File: src/hdl/id_pkg.sv
// Decode stage shared types
package id_pkg;

    // Data and address widths
    typedef logic [15:0] word_t;     // Data word or program counter
    typedef logic [3:0]  reg_idx_t;  // Register file index
    typedef logic [3:0]  opcode_t;   // Instr[15:12]
    typedef logic [2:0]  alu_op_t;   // ALU operation code

    // Opcodes, anything above OP_RET is a no-op
    localparam opcode_t OP_ADD  = 4'd0;
    localparam opcode_t OP_SUB  = 4'd1;
    localparam opcode_t OP_AND  = 4'd2;
    localparam opcode_t OP_OR   = 4'd3;
    localparam opcode_t OP_ADDI = 4'd4;
    localparam opcode_t OP_LW   = 4'd5;
    localparam opcode_t OP_SW   = 4'd6;
    localparam opcode_t OP_BR   = 4'd7;
    localparam opcode_t OP_CALL = 4'd8;
    localparam opcode_t OP_RET  = 4'd9;

    // ALU codes, first four line up with the R-type opcodes
    localparam alu_op_t ALU_ADD  = 3'd0;
    localparam alu_op_t ALU_SUB  = 3'd1;
    localparam alu_op_t ALU_AND  = 3'd2;
    localparam alu_op_t ALU_OR   = 3'd3;
    localparam alu_op_t ALU_PASS = 3'd4;

    // Dedicated registers
    localparam reg_idx_t REG_DS = 4'd14; // Data segment base
    localparam reg_idx_t REG_SP = 4'd15; // Stack pointer

    // Register a later stage is going to write
    typedef struct packed {
        logic     valid;
        reg_idx_t idx;
    } dest_tag_t;

    // Control word carried down the pipe
    typedef struct packed {
        logic    mem_to_reg;  // Load result to register
        logic    reg_to_mem;  // Store register to memory
        logic    reg_write;   // Write-back enable
        logic    alu_src;     // ALU operand B from imm
        alu_op_t alu_op;
        logic    branch;
        logic    call;
        logic    ret;
    } ctrl_t;

    // ID/EX pipeline register contents
    typedef struct packed {
        ctrl_t       ctrl;
        word_t       read_data_1;
        word_t       read_data_2;
        word_t       imm;          // Already sign extended
        dest_tag_t   dest;
        logic [2:0]  branch_cond;  // Instr[10:8]
        logic [11:0] call_target;  // Instr[11:0]
        word_t       pc;
    } id_ex_t;

endpackage

File: src/hdl/decode_ctrl.sv
// Instruction decoder
module decode_ctrl (
    input  id_pkg::word_t     instr,
    output id_pkg::ctrl_t     ctrl,
    output id_pkg::reg_idx_t  rd_reg_1,  // Register file port 1 select
    output id_pkg::reg_idx_t  rd_reg_2,  // Register file port 2 select
    output logic              use_1,     // Port 1 value really needed
    output logic              use_2,     // Port 2 value really needed
    output id_pkg::dest_tag_t dest,
    output id_pkg::word_t     imm
);

    id_pkg::opcode_t  opcode;
    id_pkg::reg_idx_t field_rd;   // Instr[11:8]
    id_pkg::reg_idx_t field_rs;   // Instr[7:4]
    id_pkg::reg_idx_t field_rt;   // Instr[3:0]
    id_pkg::word_t    imm_arith;  // 4-bit ADDI field, extended
    id_pkg::word_t    imm_mem;    // 8-bit LW/SW/BR field, extended

    assign opcode   = instr[15:12];
    assign field_rd = instr[11:8];
    assign field_rs = instr[7:4];
    assign field_rt = instr[3:0];

    // Sign extension
    assign imm_arith = {{12{instr[3]}}, instr[3:0]};
    assign imm_mem   = {{8{instr[7]}}, instr[7:0]};

    always_comb begin
        // No-op defaults, ports parked on r0
        ctrl     = '0;
        rd_reg_1 = '0;
        rd_reg_2 = '0;
        use_1    = 1'b0;
        use_2    = 1'b0;
        dest     = '0;
        imm      = '0;

        case (opcode)
            id_pkg::OP_ADD, id_pkg::OP_SUB, id_pkg::OP_AND, id_pkg::OP_OR: begin
                rd_reg_1       = field_rs;
                rd_reg_2       = field_rt;
                use_1          = 1'b1;
                use_2          = 1'b1;
                dest           = '{valid: 1'b1, idx: field_rd};
                ctrl.reg_write = 1'b1;
                ctrl.alu_op    = id_pkg::alu_op_t'(opcode[2:0]); // Same encoding
            end
            id_pkg::OP_ADDI: begin
                rd_reg_1       = field_rs;
                use_1          = 1'b1;
                dest           = '{valid: 1'b1, idx: field_rd};
                ctrl.reg_write = 1'b1;
                ctrl.alu_src   = 1'b1;
                ctrl.alu_op    = id_pkg::ALU_ADD;
                imm            = imm_arith;
            end
            id_pkg::OP_LW: begin
                rd_reg_1        = id_pkg::REG_DS;   // Base address
                use_1           = 1'b1;
                dest            = '{valid: 1'b1, idx: field_rd};
                ctrl.reg_write  = 1'b1;
                ctrl.mem_to_reg = 1'b1;
                ctrl.alu_src    = 1'b1;
                ctrl.alu_op     = id_pkg::ALU_ADD;  // DS + offset
                imm             = imm_mem;
            end
            id_pkg::OP_SW: begin
                rd_reg_1        = id_pkg::REG_DS;
                rd_reg_2        = field_rd;         // Store data
                use_1           = 1'b1;
                use_2           = 1'b1;
                ctrl.reg_to_mem = 1'b1;
                ctrl.alu_src    = 1'b1;
                ctrl.alu_op     = id_pkg::ALU_ADD;
                imm             = imm_mem;
            end
            id_pkg::OP_BR: begin
                ctrl.branch = 1'b1;  // Condition travels in branch_cond
                imm         = imm_mem; // PC-relative offset
            end
            id_pkg::OP_CALL: begin
                rd_reg_1       = id_pkg::REG_SP;
                use_1          = 1'b1;
                dest           = '{valid: 1'b1, idx: id_pkg::REG_SP};
                ctrl.reg_write = 1'b1;
                ctrl.call      = 1'b1;
                ctrl.alu_op    = id_pkg::ALU_SUB; // Push, SP - 1
                imm            = 16'd1;
            end
            id_pkg::OP_RET: begin
                rd_reg_1       = id_pkg::REG_SP;
                use_1          = 1'b1;
                dest           = '{valid: 1'b1, idx: id_pkg::REG_SP};
                ctrl.reg_write = 1'b1;
                ctrl.ret       = 1'b1;
                ctrl.alu_op    = id_pkg::ALU_ADD; // Pop, SP + 1
                imm            = 16'd1;
            end
            default: begin
                // Unused opcode, leave the no-op defaults
            end
        endcase
    end

endmodule

File: src/hdl/hazard_detect.sv
// Read-after-write hazard check
module hazard_detect (
    input  id_pkg::reg_idx_t  rd_reg_1,
    input  id_pkg::reg_idx_t  rd_reg_2,
    input  logic              use_1,
    input  logic              use_2,
    input  id_pkg::dest_tag_t id_ex_dest,   // One stage ahead
    input  id_pkg::dest_tag_t ex_mem_dest,  // Two stages ahead
    input  id_pkg::dest_tag_t mem_wb_dest,  // Being written back now
    output logic              stall
);

    logic hit_1; // Port 1 source still pending
    logic hit_2; // Port 2 source still pending

    // Source index matches a valid destination tag
    function automatic logic tag_hit(
        input id_pkg::reg_idx_t  idx,
        input id_pkg::dest_tag_t tag
    );
        return tag.valid && (tag.idx == idx);
    endfunction

    // Any of the three younger stages still owes this register
    function automatic logic pending(
        input id_pkg::reg_idx_t  idx,
        input id_pkg::dest_tag_t id_ex_tag,
        input id_pkg::dest_tag_t ex_mem_tag,
        input id_pkg::dest_tag_t mem_wb_tag
    );
        return tag_hit(idx, id_ex_tag)
            || tag_hit(idx, ex_mem_tag)
            || tag_hit(idx, mem_wb_tag); // Read would see the old value
    endfunction

    assign hit_1 = use_1 && pending(rd_reg_1, id_ex_dest, ex_mem_dest, mem_wb_dest);
    assign hit_2 = use_2 && pending(rd_reg_2, id_ex_dest, ex_mem_dest, mem_wb_dest);

    // Every hit holds the instruction back since nothing is forwarded
    assign stall = hit_1 || hit_2;

    // An instruction that reads nothing has nothing to wait for
    no_use_stall: assert final (!stall || use_1 || use_2)
        else $error("hazard_detect: stall without a used source");

endmodule

File: src/hdl/id_ex_reg.sv
// ID/EX pipeline register
module id_ex_reg (
    input  logic              clk,
    input  logic              rst,
    input  logic              stall,     // Load a bubble instead of next
    input  id_pkg::id_ex_t    next,
    output id_pkg::id_ex_t    id_ex,
    output id_pkg::dest_tag_t held_dest  // Back to the hazard check
);

    always_ff @(posedge clk) begin
        if (rst || stall) begin
            id_ex <= '0; // Bubble with ctrl off and dest invalid
        end else begin
            id_ex <= next;
        end
    end

    assign held_dest = id_ex.dest;

    // Bubble must not do anything downstream
    bubble_is_inert: assert property (
        @(posedge clk) (rst || stall) |=> (id_ex.ctrl == '0 && !id_ex.dest.valid)
    ) else $error("id_ex_reg: bubble carries control or a valid dest");

    // Hazard tags and write enables have to agree
    // or later stages stall on registers nobody writes
    dest_tracks_write: assert property (
        @(posedge clk) disable iff (rst)
        id_ex.dest.valid == id_ex.ctrl.reg_write
    ) else $error("id_ex_reg: dest valid and reg_write disagree");

endmodule

File: src/hdl/id_stage.sv
// Instruction decode stage
module id_stage #(
    parameter id_pkg::word_t SP_RESET = '1 // Stack pointer after reset
) (
    input  logic              clk,
    input  logic              rst,
    input  id_pkg::word_t     instr,       // From fetch
    input  id_pkg::word_t     pc,
    input  logic              wb_en,       // From write-back
    input  id_pkg::reg_idx_t  wb_reg,
    input  id_pkg::word_t     wb_data,
    input  id_pkg::dest_tag_t ex_mem_dest,
    input  id_pkg::dest_tag_t mem_wb_dest,
    output id_pkg::id_ex_t    id_ex,
    output logic              stall        // Fetch holds instr and pc
);

    id_pkg::ctrl_t     dec_ctrl;
    id_pkg::reg_idx_t  rd_reg_1;
    id_pkg::reg_idx_t  rd_reg_2;
    logic              use_1;
    logic              use_2;
    id_pkg::dest_tag_t dec_dest;
    id_pkg::word_t     dec_imm;
    id_pkg::word_t     read_data_1;
    id_pkg::word_t     read_data_2;
    id_pkg::dest_tag_t held_dest;   // Dest sitting in ID/EX
    id_pkg::id_ex_t    next;

    reg_file #(.SP_RESET(SP_RESET)) u_reg_file (
        .clk(clk), .rst(rst),
        .wr_en(wb_en), .wr_reg(wb_reg), .wr_data(wb_data),
        .rd_reg_1(rd_reg_1), .rd_reg_2(rd_reg_2),
        .rd_data_1(read_data_1), .rd_data_2(read_data_2)
    );

    decode_ctrl u_decode (
        .instr(instr), .ctrl(dec_ctrl),
        .rd_reg_1(rd_reg_1), .rd_reg_2(rd_reg_2),
        .use_1(use_1), .use_2(use_2),
        .dest(dec_dest), .imm(dec_imm)
    );

    hazard_detect u_hazard (
        .rd_reg_1(rd_reg_1), .rd_reg_2(rd_reg_2),
        .use_1(use_1), .use_2(use_2),
        .id_ex_dest(held_dest), .ex_mem_dest(ex_mem_dest),
        .mem_wb_dest(mem_wb_dest), .stall(stall)
    );

    // Next ID/EX contents
    assign next.ctrl        = dec_ctrl;
    assign next.read_data_1 = read_data_1;
    assign next.read_data_2 = read_data_2;
    assign next.imm         = dec_imm;
    assign next.dest        = dec_dest;
    assign next.branch_cond = instr[10:8];  // BR condition code
    assign next.call_target = instr[11:0];  // CALL absolute target
    assign next.pc          = pc;

    id_ex_reg u_id_ex (
        .clk(clk), .rst(rst), .stall(stall),
        .next(next), .id_ex(id_ex), .held_dest(held_dest)
    );

endmodule

File: src/hdl/reg_file.sv
// Sixteen word register file
module reg_file #(
    parameter id_pkg::word_t SP_RESET = '1 // Top of stack after reset
) (
    input  logic             clk,
    input  logic             rst,
    input  logic             wr_en,     // Write-back enable
    input  id_pkg::reg_idx_t wr_reg,
    input  id_pkg::word_t    wr_data,
    input  id_pkg::reg_idx_t rd_reg_1,
    input  id_pkg::reg_idx_t rd_reg_2,
    output id_pkg::word_t    rd_data_1,
    output id_pkg::word_t    rd_data_2
);

    id_pkg::word_t regs [16]; // r14 = DS, r15 = SP

    // Single write port, reset wins over write-back
    always_ff @(posedge clk) begin
        if (rst) begin
            regs <= '{default: '0};
            regs[id_pkg::REG_SP] <= SP_RESET; // Stack starts at the top
        end else if (wr_en) begin
            regs[wr_reg] <= wr_data;
        end
    end

    // Asynchronous reads
    // A write in this cycle is not visible until the next one
    assign rd_data_1 = regs[rd_reg_1];
    assign rd_data_2 = regs[rd_reg_2];

    // Stack pointer must come out of reset at the top of stack
    sp_after_reset: assert property (
        @(posedge clk) rst |=> (regs[id_pkg::REG_SP] == SP_RESET)
    ) else $error("reg_file: SP not loaded with SP_RESET after reset");

endmodule

File: config.mk
export PLATFORM = sky130hd
export DESIGN_NAME = id_stage
export DESIGN_NICKNAME = d
export VERILOG_FILES = /design/src/hdl/id_pkg.sv /design/src/hdl/decode_ctrl.sv /design/src/hdl/hazard_detect.sv /design/src/hdl/id_ex_reg.sv /design/src/hdl/id_stage.sv /design/src/hdl/reg_file.sv
export SDC_FILE = /design/constraint.sdc
export NUM_CORES = 1
export LEC_CHECK = 0
export BUFFER_PORTS_ARGS = -buffer_cell sky130_fd_sc_hd__buf_2
export CORE_MARGIN = 10
export CORE_UTILIZATION = 35
export DETAILED_ROUTE_END_ITERATION = 16
export PLACE_DENSITY = 0.61
export SKIP_LAST_GASP = 1
export SLEW_MARGIN = 20
export SYNTH_ARGS = -nofsm -noshare
export SYNTH_HDL_FRONTEND = slang
export SYNTH_SLANG_ARGS = --single-unit
File: constraint.sdc
create_clock -name clk -period 5.8 [get_ports clk]
set_clock_uncertainty 0.05 [all_clocks]
set_input_delay 1.45 -clock clk [delete_from_list [all_inputs] [get_ports clk]]
set_output_delay 1.45 -clock clk [all_outputs]
set_load 0.05 [all_outputs]
## Yosys cells after proc, flatten, opt, wreduce, memory -nomap -nowiden

Cells that the tools add are included.

- Input bits: 65
- Word-level logic and storage cells: 103
- Output and inout port bits: 95
- Flip-flop bits (word level): 350

- Muxes and demuxes: 23
- Eq/ne operators: 15
- Bitwise logic cells: 3
- Order comparisons: 4
- Reductions and logical operators: 26

Operators by type and width:

| cell | number |
|---|---|
| bitwise mux 256 bit | 1 |
| binary-select mux 16 bit (select 4 bit) | 2 |
| two-way mux 16 bit | 5 |
| demux 16 bit (select 4 bit) | 1 |
| one-hot mux 16 bit (3 select lines) | 1 |
| == test 4 bit | 6 |
| == test 4 x 3 -> 1 bit, second input constant | 4 |
| >= comparator 5 bit, second input constant | 3 |
| inverter 4 -> 5 bit | 3 |
| one-hot mux 4 bit (3 select lines) | 1 |
| one-hot mux 5 bit (2 select lines) | 1 |
| OR reduction 5 bit | 2 |
| logical AND 1 bit | 9 |
| two-way mux 1 bit | 9 |
| OR reduction 9 bit | 1 |
| == test 4 x 2 -> 1 bit, second input constant | 2 |
| == test 4 bit, second input constant | 2 |
| one-hot mux 4 bit (2 select lines) | 1 |
| OR reduction 8 bit | 1 |
| logical OR 1 bit | 6 |
| one-hot mux 3 bit (2 select lines) | 1 |
| OR reduction 3 bit | 2 |
| OR reduction 6 bit | 1 |
| less-than comparator 5 x 1 -> 1 bit, second input constant | 1 |
| 4 further kinds | 5 |

## Logic depth before layout (Yosys ltp)

- Depth in word-level cells: 10
- Depth in mapped cells: 11
- Depth with buffers taken out: 7

## By module

From an unflattened synthesis, not the netlist that was laid out.

- Cell total of the unflattened synthesis: 1810
- Area total of the unflattened synthesis: 17548.1 µm²

By module, submodules not included:

| module | instances | cells an instance | area an instance (µm²) |
|---|---|---|---|
| reg_file | 1 | 1461 | 13645.6 |
| id_ex_reg | 1 | 213 | 3076.7 |
| decode_ctrl | 1 | 96 | 531.8 |
| hazard_detect | 1 | 40 | 294.0 |

## Worst setup path before layout

OpenSTA, ideal clock, no wires.

- Path kind: input to output
- From: in instr[13]
- To: out stall
- Path slack: 1040 ps
- Stages on the path: 8
- Arrival time: 3260 ps
- Cell sequence: buf_4 o21a_4 o311ai_4 xnor2_1 nor3_1 nand3_1 o2111ai_2 buf_2

- Longest elaborated chain between the ends: 9
- Elaborated cells between the ends (all ways): 38
- Classes of those cells: 14 x eq/ne; 4 x mux; 20 x reduce/logical

Ends and longest elaborated chain:

| element | RTL line | source |
|---|---|---|
| from (decl) | id_stage.sv:7 | `input id_pkg::word_t instr,` |
| == test 4 x 3 -> 1 bit (tied with other cells) | decode_ctrl.sv:39 | `case (opcode)` |
| OR reduction 5 bit (no source line) (tied with other cells) | -- |  |
| one-hot mux 4 bit (3 select lines) or one-hot mux 4 bit (2 select lines) (tied branches) | decode_ctrl.sv:39 |  |
| == test 4 bit | hazard_detect.sv:21 | `return tag.valid && (tag.idx == idx);` |
| logical AND 1 bit | hazard_detect.sv:21 |  |
| logical OR 1 bit | hazard_detect.sv:32 | `\|\| tag_hit(idx, ex_mem_tag)` |
| logical OR 1 bit | hazard_detect.sv:33 | `\|\| tag_hit(idx, mem_wb_tag);` |
| logical AND 1 bit (on tied branches) | hazard_detect.sv:36, hazard_detect.sv:37 |  |
| logical OR 1 bit * | hazard_detect.sv:40 | `assign stall = hit_1 \|\| hit_2;` |
| to (decl) | id_stage.sv:15 | `output logic stall` |

Mark *: on every way between the ends. The rest lies on a longest branch, timed or not.

## Worst setup path in the final report

- From: in instr[14]
- To: out stall

Same word-level chain as after synthesis.

==> impl_metrics.csv <==
group,metric,value,unit
synth,synth_edf_count,0,
route,firstDrtPassIters,8,
timing,slew_violations,0,
clock_tree,numCtsBuffers,37,
route,wl,60.3,mm
clock_tree,clock_sinks,339,
synth,yosysTopAreaCell,"dfxtp_1",
clock_tree,cts_hold_buf,0,
worst_setup_path,cp.required,4.30,ns
finish,largest_register_ffs,256,
timing,finalHoldViolCount,0,
route,vias,15522,
placement,gp_congestion,0.903,
global_route,grt_pass1_vias,14702,
finish,multi_input_area,8800,um^2
global_route,grt-ovfl-total,0,
clock_tree,h-tree-depth,2,
clock_tree,insertion_delay,0.54,ns
floorplanning,core_area,46400,um^2
global_route,antenna_found_initial,8,
finish,drive_gt1_share,16.7,%
route,drc,0,
worst_setup_path,reg2reg_slack,2.99,ns
timing,fin_crit_sh,88.6,%
floorplanning,ioPinCount,160,
status,status,"finished, final reports clean",
clock_tree,root_buffer,"clkbuf_16",
finish,fillerInstances,4617,
route,antenna_left,0,
clock_tree,postCtsResizedCells,0,
timing,slew-limit-headroom,14.4,%
global_route,met2_usage,33.6,%
route,avgRoutedWirePerCell,22.4,um
placement,dp_slack,0.620,ns
global_route,grt_pass1_wl,90.7,mm
finish,finalNetCount,2126,
synth,async_flop_share,0,%
worst_setup_path,cp_max_fo,23,
finish,regArea,6790,um^2
timing,layout_setup_ws,0.663,ns
placement,dp_hpwl,38.3,mm
timing,rsz0062_at_grt,"false",
clock_tree,cts_tree,"done",
timing,tns,0,ns
synth,synth_top_area_share,41.6,%
clock_tree,post-cts-setup-buffers,0,
global_route,use_met1,26.3,%
synth,ys_seq_area_share,41.6,%
synth,yosys_warnings,0,
power,power_frac_comb,13.2,%
floorplanning,die_x,236,um
timing,timing.fmax,195,MHz
power,power_frac_seq,43.2,%
timing,tightest_slew,1.28,ns
synth,synth_seq_cells,339,
synth,synth_fp_nets,2098,
finish,area_growth,14.2,%
clock_tree,clk_pin_slew,0.05,ns
worst_setup_path,cp-end-kind,"output pin",
worst_setup_path,worst_ep_arrival_time,3.64,ns
clock_tree,clockBufferDepth,3,
flow_run,drv_cap,0,
power,p_switching,1.56,mW
power,intPower,4.04,mW
floorplanning,die-area,55600,um^2
timing,whs,0.420,ns
synth,synthFlopType,"dfxtp_1",
power,p_per_area,301,nW/um^2
global_route,grt_max_degree,132,
route,drtIter0Drc,1795,
power,ir_drop,0.256,mV
synth,syn_inst,2033,
worst_setup_path,crit_type,"in2out",
synth,syn_area,16300,um^2
floorplanning,die_h,236,um
synth,ys_types,59,
floorplanning,start_util,35.2,%
synth,synth.avg_cell_area,8.02,um^2
power,p_clk_share,43.6,%
synth,ys_top_cells_by_area,"dfxtp_1 (42%), nand2_1 (16%), mux4_2 (8.8%)",
timing,final-setup-viol-count,0,
timing,period_needed,5.14,ns
min_path,hold_path.class,"reg2reg",
power,leakage,6.34,nW
global_route,grt_use_total,20.6,%
floorplanning,core.rowCount,79,
placement,io_buffer_count,159,
global_route,grt_util_met3,3.42,%
power,p_sw_share,27.9,%
route,post_drt_via_cell_ratio,5.76,
worst_setup_path,startpoint_type,"input port",
global_route,top_usage_layer,"met2",
-- cells in the mapped netlist, types with 5 or more instances --
cell	number
nand2_1	685
dfxtp_1	339
a21oi_1	286
clkbuf_1	125
nor2b_1	88
mux4_2	64
nand3_1	55
mux2i_1	34
a32oi_1	32
nor3_1	31
buf_2	30
nor3b_1	27
nor2_1	23
a31oi_1	21
nor4_1	21
buf_1	18
o22ai_1	18
a211o_1	16
a211oi_1	16
buf_4	15
nand2b_1	11
nor3_2	10
xnor2_1	10
inv_1	6
or2_2	5
-- cell type report --
type,count,share of cell area [%]
flip-flops and latches,339,36.4
diodes,2,0.0269
inverters,7,0.141
repair buffers,180,5.37
clock inverters,12,0.759
multi-input cells,1496,47.3
well taps,607,4.08
clock buffers,53,5.95
-- kinds of logic after synthesis --
kind of cell    synth area share, %
simple gates                   26.5
compound gates                 15.0
flops                          41.6
buf+inv                        5.23
mux                            10.9
xor+xnor                      0.752
other cells                  0.0230
-- worst max-delay path, stage by stage --
cell and delay, ns:
buf_2 0.36, and4b_1 0.34, nor2_1 0.11, a222oi_1 0.34, or3b_2 0.48, o31a_1 0.15, o2111ai_4 0.08, buf_2 0.31
-- metal layers --
layer	vias to the layer above	part of all wire (%)
li1	7017	-
met1	7426	40
met2	898	46
met3	181	9.2
met4	0	4.4
met5	-	0
-- stage by stage --
step | power (mW) | instance area (um^2) | std cells | utilization, %
floorplan | 2.98 | 16300 | 2033 | -
global placement | 3.20 | 17400 | 2629 | 37.5
detailed placement | 3.20 | 17400 | 2629 | 37.5
CTS | 5.63 | 18600 | 2694 | 40.2
global route | 5.77 | 18600 | 2695 | 40.2
finish | 5.61 | 18600 | 2696 | 40.2
-- path summary, 6_finish.rpt --
path                   startpoint              endpoint  depth (start not counted)
min reg2reg  u_reg_file.regs[109]  u_reg_file.regs[109]                          2
max reg2reg  u_id_ex.held_dest[1]     u_id_ex.id_ex[75]                          7
max                     instr[14]                 stall                          8
min          u_reg_file.regs[109]  u_reg_file.regs[109]                          2
-- power groups by stage --
stage / Clock, mW / Combinational (mW) / Sequential [mW]
final: 2.44 / 0.741 / 2.42
after detailed placement: 0 / 0.731 / 2.47
after CTS: 2.47 / 0.733 / 2.42
after floorplan: 0 / 0.401 / 2.58
after global routing: 2.56 / 0.785 / 2.43
after global placement: 0 / 0.726 / 2.47
-- layout by cell type (no fill, tap or decap), types with 10 or more instances in the layout --
cell / count
nand2b_1: 11
clkbuf_16: 39
nor3_2: 12
xnor2_1: 10
a211o_1: 16
buf_2: 158
nor2b_1: 88
nor3_1: 27
nand2_1: 685
nor2_1: 11
a211oi_1: 16
mux4_2: 64
mux2i_1: 34
nor2_2: 11
o22ai_1: 18
nor4_1: 21
dfxtp_1: 339
nand3_1: 55
a31oi_1: 20
a21oi_1: 286
buf_4: 18
a32oi_1: 32
nor3b_1: 27
(Power assumes the default switching activity.)
